===== config.mk =====
export PLATFORM = sky130hd
export DESIGN_NAME = floor_logic_top
export DESIGN_NICKNAME = d
export VERILOG_FILES = /design/src/hw/elevator_pkg.sv /design/src/hw/request_latch.sv /design/src/hw/request_queue.sv /design/src/hw/dispatch_control.sv /design/src/hw/floor_logic_top.sv
export SDC_FILE = /design/constraint.sdc
export NUM_CORES = 1
export LEC_CHECK = 0
export BUFFER_PORTS_ARGS = -buffer_cell sky130_fd_sc_hd__buf_2
export CORE_MARGIN = 2
export CORE_UTILIZATION = 49
export DETAILED_ROUTE_END_ITERATION = 7
export PLACE_DENSITY = 0.7
export SETUP_SLACK_MARGIN = 0.2
export SYNTH_ARGS = -nofsm -noshare
export SYNTH_HDL_FRONTEND = slang
export SYNTH_SLANG_ARGS = --single-unit

===== constraint.sdc =====
create_clock -name clock -period 4 [get_ports clock]
set_clock_uncertainty 0.15 [all_clocks]
set_input_delay 0.4 -clock clock [delete_from_list [all_inputs] [get_ports clock]]
set_output_delay 0.4 -clock clock [all_outputs]
set_load 0.01 [all_outputs]

===== src/hw/elevator_pkg.sv =====
// Elevator floor logic definitions
`default_nettype none

package elevator_pkg;

    ////////////////////////////////////////////////////////////////////////////
    // Building size and request storage
    ////////////////////////////////////////////////////////////////////////////

    // Eleven floors, floor 1 is encoded as 0
    localparam int num_floors = 11;

    // Entries in the request FIFO, also the initial credit count
    localparam int queue_depth = 8;

    ////////////////////////////////////////////////////////////////////////////
    // Types
    ////////////////////////////////////////////////////////////////////////////

    // Floor number
    typedef logic [3:0] floor_t;

    // One bit per floor, used for buttons and lamps
    typedef logic [num_floors-1:0] floor_mask_t;

    // Wide enough to hold queue_depth
    typedef logic [3:0] credit_t;

endpackage

`default_nettype wire


===== src/hw/request_latch.sv =====
// Button latch and request enqueue
`default_nettype none
`timescale 1ns/10ps

module request_latch (
    input  wire                       clock,
    input  wire                       reset_n,
    input  wire elevator_pkg::floor_mask_t call_buttons,
    input  wire elevator_pkg::floor_mask_t panel_buttons,
    input  wire elevator_pkg::floor_t current_floor,
    input  wire                       power_switch,
    input  wire                       emergency_btn,
    input  wire                       arrive_valid,
    input  wire elevator_pkg::floor_t arrive_floor,
    input  wire                       credit_return,
    output logic                      push_valid,
    output elevator_pkg::floor_t      push_floor,
    output elevator_pkg::floor_mask_t call_lights,
    output elevator_pkg::floor_mask_t panel_lights
);

    elevator_pkg::floor_mask_t current_mask;
    elevator_pkg::floor_mask_t arrive_mask;
    elevator_pkg::floor_mask_t push_mask;
    elevator_pkg::floor_mask_t call_accept;
    elevator_pkg::floor_mask_t panel_accept;
    elevator_pkg::floor_mask_t new_floors;
    elevator_pkg::floor_mask_t pending;
    elevator_pkg::credit_t     credits;
    logic                      accept_en;

    // Priority pick of the lowest set bit
    function automatic elevator_pkg::floor_t lowest_floor(input elevator_pkg::floor_mask_t mask);
        elevator_pkg::floor_t idx;
        idx = '0;
        for (int i = elevator_pkg::num_floors - 1; i >= 0; i--) begin
            if (mask[i]) begin
                idx = elevator_pkg::floor_t'(i);
            end
        end
        return idx;
    endfunction

    ////////////////////////////////////////////////////////////////////////////
    // Press qualification
    ////////////////////////////////////////////////////////////////////////////

    assign accept_en    = power_switch && !emergency_btn;
    assign current_mask = elevator_pkg::floor_mask_t'(1) << current_floor;
    assign arrive_mask  = arrive_valid ? (elevator_pkg::floor_mask_t'(1) << arrive_floor) : '0;

    // Not at the car's floor, and that lamp not already lit
    assign call_accept  = accept_en ? (call_buttons & ~call_lights & ~current_mask) : '0;
    assign panel_accept = accept_en ? (panel_buttons & ~panel_lights & ~current_mask) : '0;

    // Only a floor with both lamps dark becomes a new queue entry
    assign new_floors = (call_accept | panel_accept) & ~(call_lights | panel_lights);

    // One push per cycle while a credit is held
    assign push_valid = power_switch && (pending != '0) && (credits != '0);
    assign push_floor = lowest_floor(pending);
    assign push_mask  = push_valid ? (elevator_pkg::floor_mask_t'(1) << push_floor) : '0;

    ////////////////////////////////////////////////////////////////////////////
    // Lamps, pending mask and credits
    ////////////////////////////////////////////////////////////////////////////

    always_ff @(posedge clock or negedge reset_n) begin
        if (!reset_n) begin
            call_lights  <= '0;
            panel_lights <= '0;
            pending      <= '0;
            credits      <= elevator_pkg::credit_t'(elevator_pkg::queue_depth);
        end else if (!power_switch) begin
            call_lights  <= '0;
            panel_lights <= '0;
            pending      <= '0;
            credits      <= elevator_pkg::credit_t'(elevator_pkg::queue_depth);
        end else begin
            call_lights  <= (call_lights | call_accept) & ~arrive_mask;
            panel_lights <= (panel_lights | panel_accept) & ~arrive_mask;
            pending      <= ((pending & ~push_mask) | new_floors) & ~arrive_mask;
            // Returned credit and spent credit may land on the same edge
            credits      <= credits + elevator_pkg::credit_t'(credit_return)
                                    - elevator_pkg::credit_t'(push_valid);
        end
    end

endmodule

`default_nettype wire


===== src/hw/request_queue.sv =====
// Floor request FIFO
`default_nettype none
`timescale 1ns/10ps

module request_queue #(
    parameter int depth = elevator_pkg::queue_depth
) (
    input  wire                       clock,
    input  wire                       reset_n,
    input  wire                       power_switch,
    input  wire                       push_valid,
    input  wire elevator_pkg::floor_t push_floor,
    input  wire                       pop,
    output logic                      head_valid,
    output elevator_pkg::floor_t      head_floor,
    output logic                      credit_return
);

    localparam int ptr_w   = (depth > 1) ? $clog2(depth) : 1;
    localparam int count_w = $clog2(depth + 1);

    elevator_pkg::floor_t entries [depth];

    logic [ptr_w-1:0]   wr_ptr;
    logic [ptr_w-1:0]   rd_ptr;
    logic [count_w-1:0] count;
    logic               do_pop;

    function automatic logic [ptr_w-1:0] next_ptr(input logic [ptr_w-1:0] ptr);
        next_ptr = (ptr == ptr_w'(depth - 1)) ? '0 : ptr + 1'b1;
    endfunction

    assign head_valid = (count != '0);
    assign head_floor = entries[rd_ptr];

    // Entry released and credit handed back in the same cycle
    assign do_pop        = pop && head_valid;
    assign credit_return = do_pop;

    // Storage only, no reset needed
    always_ff @(posedge clock) begin
        if (push_valid) begin
            entries[wr_ptr] <= push_floor;
        end
    end

    ////////////////////////////////////////////////////////////////////////////
    // Pointers and occupancy
    ////////////////////////////////////////////////////////////////////////////

    always_ff @(posedge clock or negedge reset_n) begin
        if (!reset_n) begin
            wr_ptr <= '0;
            rd_ptr <= '0;
            count  <= '0;
        end else if (!power_switch) begin
            wr_ptr <= '0;
            rd_ptr <= '0;
            count  <= '0;
        end else begin
            if (push_valid) begin
                wr_ptr <= next_ptr(wr_ptr);
            end
            if (do_pop) begin
                rd_ptr <= next_ptr(rd_ptr);
            end
            if (push_valid && !do_pop) begin
                count <= count + 1'b1;
            end else if (do_pop && !push_valid) begin
                count <= count - 1'b1;
            end
        end
    end

endmodule

`default_nettype wire


===== src/hw/dispatch_control.sv =====
// Dispatch controller
`default_nettype none
`timescale 1ns/10ps

module dispatch_control (
    input  wire                       clock,
    input  wire                       reset_n,
    input  wire                       head_valid,
    input  wire elevator_pkg::floor_t head_floor,
    input  wire elevator_pkg::floor_t current_floor,
    input  wire                       elevator_moving,
    input  wire                       power_switch,
    input  wire                       emergency_btn,
    input  wire                       door_open_btn,
    input  wire                       door_close_btn,
    output logic                      pop,
    output logic                      arrive_valid,
    output elevator_pkg::floor_t      arrive_floor,
    output elevator_pkg::floor_t      target_floor,
    output logic                      direction_up,
    output logic                      activate_elevator,
    output logic                      door_open_allowed,
    output logic                      door_close_allowed
);

    logic                 busy;
    elevator_pkg::floor_t target;
    logic                 car_stopped;

    assign car_stopped = !elevator_moving && power_switch;

    ////////////////////////////////////////////////////////////////////////////
    // Request take-over and arrival
    ////////////////////////////////////////////////////////////////////////////

    // Idle controller takes the oldest request
    assign pop = !busy && head_valid && power_switch && !emergency_btn;

    // Car parked on the held target
    assign arrive_valid = busy && car_stopped && (current_floor == target);
    assign arrive_floor = target;

    assign target_floor = target;
    assign direction_up = (target > current_floor);

    always_ff @(posedge clock or negedge reset_n) begin
        if (!reset_n) begin
            busy              <= 1'b0;
            target            <= '0;
            activate_elevator <= 1'b0;
        end else if (!power_switch) begin
            busy              <= 1'b0;
            target            <= '0;
            activate_elevator <= 1'b0;
        end else if (pop) begin
            busy              <= 1'b1;
            target            <= head_floor;
            activate_elevator <= 1'b1;
        end else if (arrive_valid) begin
            busy              <= 1'b0;
            activate_elevator <= 1'b0;
        end else begin
            // Held low during an emergency, target kept
            activate_elevator <= busy && !emergency_btn;
        end
    end

    ////////////////////////////////////////////////////////////////////////////
    // Door permissions
    ////////////////////////////////////////////////////////////////////////////

    always_ff @(posedge clock or negedge reset_n) begin
        if (!reset_n) begin
            door_open_allowed  <= 1'b0;
            door_close_allowed <= 1'b0;
        end else begin
            door_open_allowed  <= door_open_btn && car_stopped;
            door_close_allowed <= door_close_btn && car_stopped;
        end
    end

endmodule

`default_nettype wire


===== src/hw/floor_logic_top.sv =====
// Elevator floor logic top level
`default_nettype none
`timescale 1ns/10ps

module floor_logic_top (
    input  wire                       clock,
    input  wire                       reset_n,
    input  wire elevator_pkg::floor_mask_t call_buttons,
    input  wire elevator_pkg::floor_mask_t panel_buttons,
    input  wire                       door_open_btn,
    input  wire                       door_close_btn,
    input  wire                       emergency_btn,
    input  wire                       power_switch,
    input  wire elevator_pkg::floor_t current_floor,
    input  wire                       elevator_moving,
    output elevator_pkg::floor_t      target_floor,
    output logic                      direction_up,
    output logic                      activate_elevator,
    output logic                      door_open_allowed,
    output logic                      door_close_allowed,
    output elevator_pkg::floor_mask_t call_lights,
    output elevator_pkg::floor_mask_t panel_lights
);

    // Latch to FIFO
    logic                 push_valid;
    elevator_pkg::floor_t push_floor;
    logic                 credit_return;

    // FIFO to dispatch
    logic                 head_valid;
    elevator_pkg::floor_t head_floor;
    logic                 pop;

    // Dispatch back to latch
    logic                 arrive_valid;
    elevator_pkg::floor_t arrive_floor;

    request_latch latch0 (
        .clock         (clock),
        .reset_n       (reset_n),
        .call_buttons  (call_buttons),
        .panel_buttons (panel_buttons),
        .current_floor (current_floor),
        .power_switch  (power_switch),
        .emergency_btn (emergency_btn),
        .arrive_valid  (arrive_valid),
        .arrive_floor  (arrive_floor),
        .credit_return (credit_return),
        .push_valid    (push_valid),
        .push_floor    (push_floor),
        .call_lights   (call_lights),
        .panel_lights  (panel_lights)
    );

    request_queue #(
        .depth (elevator_pkg::queue_depth)
    ) queue0 (
        .clock         (clock),
        .reset_n       (reset_n),
        .power_switch  (power_switch),
        .push_valid    (push_valid),
        .push_floor    (push_floor),
        .pop           (pop),
        .head_valid    (head_valid),
        .head_floor    (head_floor),
        .credit_return (credit_return)
    );

    dispatch_control dispatch0 (
        .clock              (clock),
        .reset_n            (reset_n),
        .head_valid         (head_valid),
        .head_floor         (head_floor),
        .current_floor      (current_floor),
        .elevator_moving    (elevator_moving),
        .power_switch       (power_switch),
        .emergency_btn      (emergency_btn),
        .door_open_btn      (door_open_btn),
        .door_close_btn     (door_close_btn),
        .pop                (pop),
        .arrive_valid       (arrive_valid),
        .arrive_floor       (arrive_floor),
        .target_floor       (target_floor),
        .direction_up       (direction_up),
        .activate_elevator  (activate_elevator),
        .door_open_allowed  (door_open_allowed),
        .door_close_allowed (door_close_allowed)
    );

endmodule

`default_nettype wire


After elaboration in Yosys (flattened, before gate mapping)
Memories as Yosys holds them, arrays and structs flattened.
Index checks and enable logic that the tools add are counted.
Widths: inputs -> output; s select.
{"block": "classes", "n_bitwise": 20, "n_eq_ne": 8, "shifts": 3, "n_addsub": 6, "reduce_logical": 23, "n_mux": 38, "order_cmp": 1}
{"operator": "$and 11x11->11", "n": 9}
{"operator": "$mux 11", "n": 7}
{"operator": "$mux 4", "n": 17}
{"operator": "$not 11->11", "n": 6}
{"operator": "$or 11x11->11", "n": 5}
{"operator": "$shl 1x4->11 const A", "n": 3}
{"operator": "$mux 3", "n": 6}
{"operator": "$logic_and 1x1->1", "n": 15}
{"operator": "$reduce_bool 11->1", "n": 1}
{"operator": "$mux 1", "n": 8}
{"operator": "$reduce_bool 4->1", "n": 2}
{"operator": "$add 3x1->3 const B", "n": 2}
{"operator": "$eq 3x3->1 const B", "n": 2}
{"operator": "$ne 2x1->1 const B", "n": 3}
{"operator": "$ne 3x1->1 const B", "n": 2}
{"operator": "$logic_not 1->1", "n": 5}
{"operator": "$add 4x1->4", "n": 1}
{"operator": "$add 4x1->4 const B", "n": 1}
{"operator": "$eq 4x4->1", "n": 1}
{"operator": "$gt 4x4->1", "n": 1}
{"operator": "$sub 4x1->4", "n": 1}
{"operator": "$sub 4x1->4 const B", "n": 1}
{"block": "word_totals", "in_bits": 33, "wordCells": 112, "mem_count": 1, "ramBits": 32, "reg_bits": 55}
{"memory": "queue0.entries", "depth": 8, "width": 4, "read_ports": 1, "rd_clocked_by_memory_dff": 0, "write_ports": 1, "line": "request_queue.sv:22", "rtl": "elevator_pkg::floor_t entries [depth];"}

Logic depth before layout (Yosys ltp)
Gate-level depths: netlist of the first run.
{"block": "depth", "ltp_word": 18, "depth_mapped": 14, "depth_no_buf": 14}

Modules after synthesis
Synthesis of the first run repeated with hierarchy kept, for this count alone.
{"block": "hier_totals", "hier_cells": 381, "area_unflattened_um2": 4337.9}
{"mod": "request_queue", "area_per_inst_um2": 1945.6, "cells_each": 122, "instances": 1}
{"mod": "request_latch", "area_per_inst_um2": 1940.6, "cells_each": 213, "instances": 1}
{"mod": "dispatch_control", "area_per_inst_um2": 451.7, "cells_each": 46, "instances": 1}

Least setup slack after synthesis of the first run
Ideal clock, no wire load.
{"block": "synth_path", "path_type": "in2reg", "start": "input port power_switch", "end": "register queue0.count[3]", "n_path_buf": 3, "path_stages": 13, "arrival_time_ns": 2.643, "setup_ns": 0.119, "path_slack_ns": 1.088, "path_cell_list": "buf_2 nand2b_1 or3_1 clkbuf_1 buf_2 ha_1 inv_1 ha_1 a21o_1 a21oi_1 mux2i_1 xnor2_1 and2_1"}
{"block": "synth_between", "elab_chain_len": 7}
{"element": "from (decl)", "line": "floor_logic_top.sv:13", "rtl": "input wire power_switch,"}
{"element": "$logic_and 1x1->1 (2 in series)", "line": "dispatch_control.sv:37", "rtl": "assign pop = !busy && head_valid && power_switch && !emergency_btn;"}
{"element": "$logic_and 1x1->1", "line": "request_queue.sv:37", "rtl": "assign do_pop = pop && head_valid;"}
{"element": "$logic_not 1->1", "line": "request_queue.sv:67", "rtl": "if (push_valid && !do_pop) begin"}
{"element": "$logic_and 1x1->1", "line": "request_queue.sv:67"}
{"element": "$mux 4", "line": "request_queue.sv:67"}
{"element": "$mux 4", "line": "request_queue.sv:56", "rtl": "end else if (!power_switch) begin"}
{"element": "to (signal assigned)", "line": "request_queue.sv:68", "rtl": "count <= count + 1'b1;"}
{"element": "to (signal assigned)", "line": "request_queue.sv:70", "rtl": "count <= count - 1'b1;"}
{"element": "to (decl)", "line": "request_queue.sv:26", "rtl": "logic [count_w-1:0] count;"}
Several ways; a longest one is shown, not always the timed one.
A chain may end at the register's enable or synchronous reset.

Worst setup path after layout of the first run
{"block": "layout_path", "start": "register queue0.count[0]", "end": "register queue0.count[3]"}
{"block": "layout_between", "elab_chain_len": 9}
{"element": "branches (longest 9 deep; another with $sub 4x1->4)"}
Several ways; the timed one is not identified. The select of a mux whose other input is x is not followed.

==> impl_metrics.csv, run 1 <==
group,metric,value,unit
yosys,synth_sequential_area_ratio,56.5,%
sta,worst_rel_slew_slack,37.4,%
sta,timing.setup.tns,0,ns
power_and_ir_drop,total_leakage_power,2.10,nW
critical_path,worst_path_max_delay_cell,"dfrtp_1",
die,die_y,95.9,µm
cts,cts.hold.buffers_added,0,
critical_path,worstPathRequired,4.10,ns
yosys,yosys_warnings,0,
yosys,postSynthNetCount,419,
cells_and_area,n_antenna_cell,0,
power_and_ir_drop,p_seq_share,47.2,%
sta,fmax,0.316,GHz
route,via_per_inst,5.78,
die,initial_core_util,50.4,%
run_status,run_status,"finished clean",
route,wl,8870,µm
placement,detailed_place_hpwl,6660,µm
sta,fin_crit,3.17,ns
power_and_ir_drop,combPwrFrac,29.6,%
yosys,synth_cell_type_count,48,
run,cap_viol_max_count,0,
die,row_count,33,
critical_path,critPathMaxFanout,16,
yosys,async_flop_share,63.2,%
critical_path,cp_cell_sequence,"nor4_1 > or3_1 > ha_1 > inv_1 > ha_1 > a21o_1 > a21oi_1 > mux2i_1 > xnor2_1 > and2_1",
cts,worstSkewPairLatency,0.35,ns
power_and_ir_drop,vdd_drop_max,252,µV
sta,worstMarginPinSlew,0.931,ns
critical_path,path_class,"reg -> reg",
cts,cts_root_buffer,"clkbuf_8",
cts,cts_setup_buffers,0,
yosys,mappedNetlistArea,4140,µm²
cts,cts_resized,0,
critical_path,worst_setup_path_end_kind,"flip-flop",
global_routing,grt_antenna_before_repair,0,
cells_and_area,fraction_of_final_layout_cells_with_drive_strength_greater_than_1,22.4,%
power_and_ir_drop,power.switching_fraction,34.2,%
route,detail_route.wl_per_cell,16.3,µm
cells_and_area,synthToLayoutAreaGrowth,14.8,%
cells_and_area,most-common-layout-cells,"buf_2 (62), dfrtp_1 (54), nor2_1 (53), a21oi_1 (43), edfxtp_1 (32)",
cts,cts_max_path_buffers,2,
route,drt-pass1-iter-count,7,
global_routing,gr-usage-all-layers,21.1,%
cts,cts_tree,"done",
yosys,synth_cells,368,
cts,path_clk_slew,0.09,ns
die,floorplan.die_area,9200,µm²
cts,htree_num_levels,3,
yosys,post_synth.cell_area_avg,11.3,µm²
sta,hold_viol,0,
power_and_ir_drop,total_switching_power,0.886,mW
power_and_ir_drop,power.total,2.60,mW
global_routing,grt_max_degree,56,
sta,fin_crit_sh,79.2,%
route,routed-via-count,3138,
critical_path,critical_path.most_common_cell,"ha_1",
sta,setup_violations,0,
critical_path,critPathLaunchType,"flip-flop",
critical_path,critical_path.max_stage_delay,0.46,ns
cts,numClockSinks,87,
route,route.antenna.remaining_nets,0,
die,die-width,95.9,µm
die,design.core.area,8220,µm²
placement,placer_congestion_estimate,0.934,
power_and_ir_drop,p_clk_share,23.2,%
cells_and_area,nNetsFinal,484,
cts,cts-buffers-inserted,9,
sta,maxSlewViolCount,0,
route,drcViolationCount,0,
critical_path,cp_top_family,"simple AND/OR/NAND/NOR gates",
power_and_ir_drop,power_report.internal_total,1.71,mW
die,design.portCount,63,
route,detailedRoute.firstIterationViolations,198,
placement,io_buffer_count,62,
hold_path,worstHoldPathType,"in -> async",
global_routing,grt_pass1_wl,14500,µm
critical_path,arrival,3.27,ns
critical_path,worst-path-buf-inv,1,
yosys,ys_seq_elements,87,
sta,rsz_0062_raised_after_global_routing,"false",
yosys,synth_enable_flop_cells,32,
power_and_ir_drop,power.density,546,nW/µm²
cells_and_area,most_common_cell_after_layout_fill_and_taps_aside,"buf_2",
global_routing,globalRoute.totalOverflow,0,
global_routing,number_of_global_route_vias_before_repair,2929,
yosys,synth_flop_cell,"dfrtp_1",
## stage by stage
stage	instances	worst slack (ns)	area [µm²]	utilization (%)	hold slack, ns
after global placement	527	0.767	4560	55.5	0.348
after global routing	543	0.611	4750	57.9	0.0938
after floorplan	368	1.09	4140	-	-0.0456
after detailed placement	527	0.676	4560	55.5	0.360
after CTS	543	0.841	4750	57.9	0.0357
final	543	0.832	4750	57.9	0.0235
## worst register-to-register path, cell delays in order, from the launching register on
cell	delay [ns]
dfrtp_1	0.46
nor4_1	0.37
or3_1	0.46
ha_1	0.34
inv_1	0.17
ha_1	0.31
a21o_1	0.16
a21oi_1	0.18
mux2i_1	0.24
xnor2_1	0.08
and2_1	0.15
## cells in the mapped netlist (2+ instances only)
master | count | area (µm²)
nand2b_1 | 7 | 43.8
and3b_1 | 2 | 17.5
a21o_1 | 2 | 15.0
nand3_1 | 11 | 55.1
nand3b_1 | 2 | 15.0
o41ai_1 | 5 | 43.8
buf_2 | 3 | 15.0
nor2b_1 | 4 | 25.0
o21ai_1 | 10 | 50.1
dfrtp_1 | 54 | 1350
o31ai_1 | 3 | 22.5
and2_1 | 5 | 31.3
a21boi_0 | 2 | 15.0
mux4_2 | 8 | 180
o211ai_1 | 10 | 75.1
nor3_1 | 5 | 25.0
a31oi_1 | 2 | 12.5
edfxtp_1 | 32 | 961
mux2i_1 | 5 | 50.1
nor4_1 | 2 | 12.5
inv_1 | 17 | 63.8
a21oi_1 | 43 | 215
o31a_1 | 3 | 26.3
fa_1 | 2 | 40.0
o21ai_0 | 15 | 75.1
clkbuf_1 | 6 | 22.5
nand2_1 | 15 | 56.3
nor2_1 | 53 | 199
xnor2_1 | 4 | 35.0
or3_1 | 2 | 12.5
ha_1 | 16 | 200
a22oi_1 | 2 | 15.0
## area by class of cell
type	instances	area, µm²
inverters	18	67.6
flip-flops and latches	87	2340
clock buffers	11	151
multi-input cells	253	1690
well taps	105	131
clock inverters	5	46.3
fillers	675	3460
repair buffers	64	325
## power by group through the flow
stage                     clock (mW)  combinational [mW]  sequential [mW]
final                          0.603               0.768             1.22
after global routing           0.654               0.872             1.25
after CTS                      0.621               0.771             1.23
after detailed placement           0               0.768             1.24
after global placement             0               0.746             1.24
after floorplan                    0               0.587             1.19
## state kept, by name (all words and copies together), names as in the netlist
signal                        count
queue0.entries                   32
latch0.call_lights               11
latch0.panel_lights              11
latch0.pending                   11
dispatch0.arrive_floor            4
latch0.credits                    4
queue0.count                      4
queue0.rd_ptr                     3
queue0.wr_ptr                     3
dispatch0.activate_elevator       1
dispatch0.busy                    1
dispatch0.door_close_allowed      1
dispatch0.door_open_allowed       1
## logic make-up (layout without fill, tap and decap cells)
family | count (synthesis) | in the layout | synth area share (%)
flip-flops | 87 | 87 | 56.5
AO/OA/AOI/OAI | 103 | 103 | 15.3
AND/OR/NAND/NOR | 114 | 114 | 13.2
multiplexers | 13 | 13 | 5.56
buffers and inverters | 28 | 98 | 2.63
adder cells (fa/ha/maj) | 18 | 18 | 5.80
XOR/XNOR | 5 | 5 | 1.06
## metal layers
layer | up-vias | wire length (µm) | track usage (%)
li1 | 1469 | - | -
met1 | 1532 | 3940 | 30.4
met2 | 126 | 4100 | 32.2
met3 | 11 | 720 | 4.93
met4 | 0 | 106 | 6.19
met5 | - | 0 | 0
## final timing paths
path	from	endpoint	slack [ns]	cells past startpoint
hold reg to reg	latch0.panel_lights[1]	latch0.panel_lights[1]	0.38	2
hold / removal	reset_n	latch0.panel_lights[3]	0.02	2
setup reg to reg	queue0.count[0]	queue0.count[3]	0.83	10
min in group clock	call_buttons[10]	latch0.call_lights[10]	0.14	3
setup / recovery	queue0.count[0]	queue0.count[3]	0.83	10
max in group asynchronous	reset_n	queue0.rd_ptr[0]	3.22	2
(Power assumes the default switching activity.)
==> run 2, diff against run 1 <==
--- a/config.mk
+++ b/config.mk
@@ -5,11 +5,12 @@
 export SDC_FILE = /design/constraint.sdc
 export NUM_CORES = 1
 export LEC_CHECK = 0
+export ABC_AREA = 1
 export BUFFER_PORTS_ARGS = -buffer_cell sky130_fd_sc_hd__buf_2
 export CORE_MARGIN = 2
 export CORE_UTILIZATION = 49
 export DETAILED_ROUTE_END_ITERATION = 7
-export PLACE_DENSITY = 0.7
+export PLACE_DENSITY = 0.73
 export SETUP_SLACK_MARGIN = 0.2
 export SYNTH_ARGS = -nofsm -noshare
 export SYNTH_HDL_FRONTEND = slang
==> constraint.sdc (replaced) <==
create_clock -name clock -period 2.85 [get_ports clock]
set_clock_uncertainty 0.15 [all_clocks]
set_input_delay 0.285 -clock clock [delete_from_list [all_inputs] [get_ports clock]]
set_output_delay 0.285 -clock clock [all_outputs]
set_load 0.01 [all_outputs]
==> run 2 against run 1 <==
  * Wire length rose by 16%
  * Clock power rose by 44%
  * Core utilization rose by 1.2 points
  * Maximum frequency rose by 25%
  * Critical path type unchanged
  * Critical endpoint is now latch0.credits[2]
==> impl_metrics.csv, run 2 <==
group,metric,value,unit
yosys,yosys_warnings,0,
cells_and_area,n_antenna_cell,0,
die,initial_core_util,50.7,%
yosys,synth_enable_flop_cells,32,
critical_path,path_class,"reg -> reg",
power_and_ir_drop,p_clk_share,24.2,%
critical_path,worst-path-buf-inv,1,
critical_path,cp_cell_sequence,"nor2_1 > nand3_2 > nor3_4 > nor2_2 > ha_2 > inv_1 > ha_1 > fa_1 > xnor2_1 > nor2_1",
cells_and_area,largest_register,"queue0.entries",
hold_path,hold_path_end,"dispatch0.door_close_allowed",
cells_and_area,filler_cell_count,742,
run,cap_viol_max_count,0,
sta,worstMarginPinSlew,0.588,ns
yosys,synth_mux_area_share,1.13,%
cts,cts_max_path_buffers,2,
placement,detailed_place_hpwl,7840,µm
yosys,synth_sequential_area_ratio,52.6,%
yosys,async_flop_share,63.2,%
cells_and_area,fraction_of_final_layout_cells_with_drive_strength_greater_than_1,19.4,%
hold_path,worstHoldPathType,"in -> reg",
critical_path,critical_path.most_common_cell,"nor2_1",
global_routing,grt_max_degree,32,
yosys,synth_top_cells_by_count,"inv_1 (68), nand2_1 (67), nor2_1 (65)",
sta,worst_rel_slew_slack,60.8,%
global_routing,gr-usage-all-layers,21.8,%
route,detail_route.wl_per_cell,15.3,µm
yosys,post_synth.cell_area_avg,9.22,µm²
yosys,xor_and_xnor_area_share_after_synthesis,0.986,%
critical_path,worst_setup_path_end_kind,"flip-flop",
cells_and_area,most-common-layout-cells,"inv_1 (67), nand2_1 (67), nor2_1 (64), buf_2 (62), dfrtp_1 (54)",
cts,worstSkewPairLatency,0.37,ns
route,routed-via-count,3698,
power_and_ir_drop,power.density,693,nW/µm²
yosys,ys_seq_elements,87,
sta,maxSlewViolCount,0,
cells_and_area,largest_register_ffs,32,
yosys,synth_cells,482,
die,die-width,99.2,µm
power_and_ir_drop,power.switching_fraction,37.2,%
route,route.antenna.remaining_nets,0,
hold_path,worst_hold_path.num_cells,3,
yosys,yosys-top-cells-area,"dfrtp_1 (30%), edfxtp_1 (22%), inv_1 (5.7%)",
route,via_per_inst,5.53,
cts,cts_root_buffer,"clkbuf_8",
power_and_ir_drop,total_leakage_power,2.40,nW
route,drt-pass1-iter-count,5,
critical_path,critPathLaunchType,"flip-flop",
power_and_ir_drop,combPwrFrac,30.6,%
route,wl,10300,µm
cells_and_area,nNetsFinal,607,
yosys,synth_simple_gate_area_share,19.4,%
power_and_ir_drop,p_seq_share,45.2,%
yosys,postSynthNetCount,533,
cells_and_area,final-instance-count-excl-fill,669,
global_routing,grt_antenna_before_repair,0,
die,die_y,99.2,µm
cts,path_clk_slew,0.10,ns
critical_path,critical_path.reg2reg.startpoint,"latch0.pending[7]",
power_and_ir_drop,power_report.internal_total,2.25,mW
critical_path,critical_path.max_stage_delay,0.41,ns
cts,cts_setup_buffers,0,
global_routing,number_of_global_route_vias_before_repair,3729,
yosys,leading_cell_type_by_number_of_instances_after_synthesis,"inv_1",
cts,cts_tree,"done",
cells_and_area,synthToLayoutAreaGrowth,16.6,%
sta,hold_viol,0,
yosys,synth.top_cell.area_share,30.4,%
power_and_ir_drop,vdd_drop_max,444,µV
critical_path,cp_top_family,"adder cells",
cts,htree_num_levels,3,
critical_path,worstPathRequired,2.96,ns
sta,fmax,0.395,GHz
critical_path,critPathMaxFanout,3,
yosys,mappedNetlistArea,4440,µm²
power_and_ir_drop,total_switching_power,1.34,mW
critical_path,arrival,2.64,ns
yosys,synth_flop_cell,"dfrtp_1",
yosys,synth_fa_ha_area_share,5.41,%
global_routing,globalRoute.totalOverflow,0,
route,drcViolationCount,0,
critical_path,worstRegToRegCells,10,
cts,cts-buffers-inserted,9,
sta,timing.setup.tns,0,ns
sta,setup_violations,0,
cells_and_area,layout.core_utilization,59.1,%
placement,placer_congestion_estimate,0.924,
critical_path,crit-reg2reg-capture,"latch0.credits[2]",
sta,fin_crit,2.53,ns
yosys,synth_cell_type_count,39,
global_routing,grt_pass1_wl,17000,µm
cts,numClockSinks,87,
hold_path,hold_path_startpoint,"elevator_moving",
placement,post-place-cells,649,
yosys,netlist.top_cell.by_area,"dfrtp_1",
yosys,synth-compound-area-share,13.3,%
yosys,largest_family_of_logic_cells_by_synthesized_area,"simple AND/OR/NAND/NOR gates",
placement,io_buffer_count,62,
die,floorplan.die_area,9840,µm²
die,design.core.area,8760,µm²
critical_path,worst_path_max_delay_cell,"dfrtp_1",
sta,fin_crit_sh,88.8,%
die,row_count,34,
critical_path,reg2reg_setup_slack,0.32,ns
sta,rsz_0062_raised_after_global_routing,"true",
die,design.portCount,63,
route,detailedRoute.firstIterationViolations,180,
run_status,run_status,"finished clean",
-- run 2: cell count changes in the layout (fill, tap and decap cells not counted), moves of 7 or more --
cell | previous run | this run
o21ai_0 | 15 | 23
nand3_1 | 11 | 40
a31oi_1 | 2 | 15
o21ai_1 | 10 | 1
inv_1 | 17 | 67
nand2b_1 | 7 | 0
nand4_1 | 1 | 12
mux4_2 | 8 | 0
nand2_1 | 15 | 67
nor2_1 | 53 | 64
a21oi_1 | 43 | 30
o211ai_1 | 10 | 0
-- run 2: timing repair --
item                                    4_1_cts  5_1_grt
endpoints found under the setup margin        2        7
hold buffers                                  4        0
hold endpoints to repair                     26        0
pin swaps                                     0        1
gates resized for setup                       2        7
-- run 2: cell families after synthesis --
logic type                 Yosys count
AOI/OAI and AO/OA                   91
xor gates and xnor gates             5
adders and majority gates           18
buffers and inverters               81
DFF                                 87
muxes                                5
and+or+nand+nor                    195
-- run 2: worst reg2reg max path, stage by stage (launching register included) --
cell and delay, ns:
dfrtp_1 0.41, nor2_1 0.20, nand3_2 0.15, nor3_4 0.23, nor2_2 0.07, ha_2 0.31
inv_1 0.04, ha_1 0.21, fa_1 0.41, xnor2_1 0.19, nor2_1 0.06
-- run 2: power groups by stage --
stage	Clock, mW	Sequential [mW]	Combinational (mW)
6_report	0.868	1.62	1.10
3_3_place_gp	0	1.63	1.02
5_1_grt	0.940	1.64	1.24
4_1_cts	0.893	1.61	1.08
2_1_floorplan	0	1.62	0.750
3_5_place_dp	0	1.63	1.07
-- run 2: stage by stage --
step / worst slack (ns) / hold slack, ns / power (mW) / cell area, µm²
floorplan: 0.239 / -0.161 / 2.37 / 4440
global placement: 0.207 / 0.150 / 2.65 / 4890
detailed placement: 0.129 / 0.164 / 2.70 / 4890
CTS: 0.233 / 0.0379 / 3.59 / 5150
global route: 0.187 / 0.0401 / 3.83 / 5180
finish: 0.321 / 0.0448 / 3.59 / 5180
-- run 2: worst max path at each step --
| stage | from | to | cells past startpoint |
|---|---|---|---|
| final | latch0.pending[7] | latch0.credits[2] | 10 |
| after global routing | latch0.pending[7] | latch0.credits[2] | 10 |
| after CTS | latch0.credits[3] | latch0.credits[3] | 12 |
| after detailed placement | queue0.count[1] | latch0.credits[3] | 10 |
| after global placement | queue0.count[0] | latch0.credits[3] | 10 |
| after floorplan | latch0.credits[3] | latch0.credits[3] | 12 |
-- run 2: final cells by class --
class                      count  area (µm²)  area share, %
tap                          108         135           2.61
clock inverter                 7        83.8           1.62
inverter                      72         273           5.27
multi-input combinational    314        1830           35.3
timing repair buffer          72         395           7.63
clock buffer                   9         124           2.39
sequential                    87        2340           45.2
-- run 2: metal layers --
layer / vias up / global-route usage [%] / wire length, µm
met1: 1769 / 25.1 / 4200
li1: 1788 / - / -
met3: 28 / 5.83 / 550
met2: 113 / 37.6 / 5100
met5: - / 0 / 0
met4: 0 / 10.9 / 399
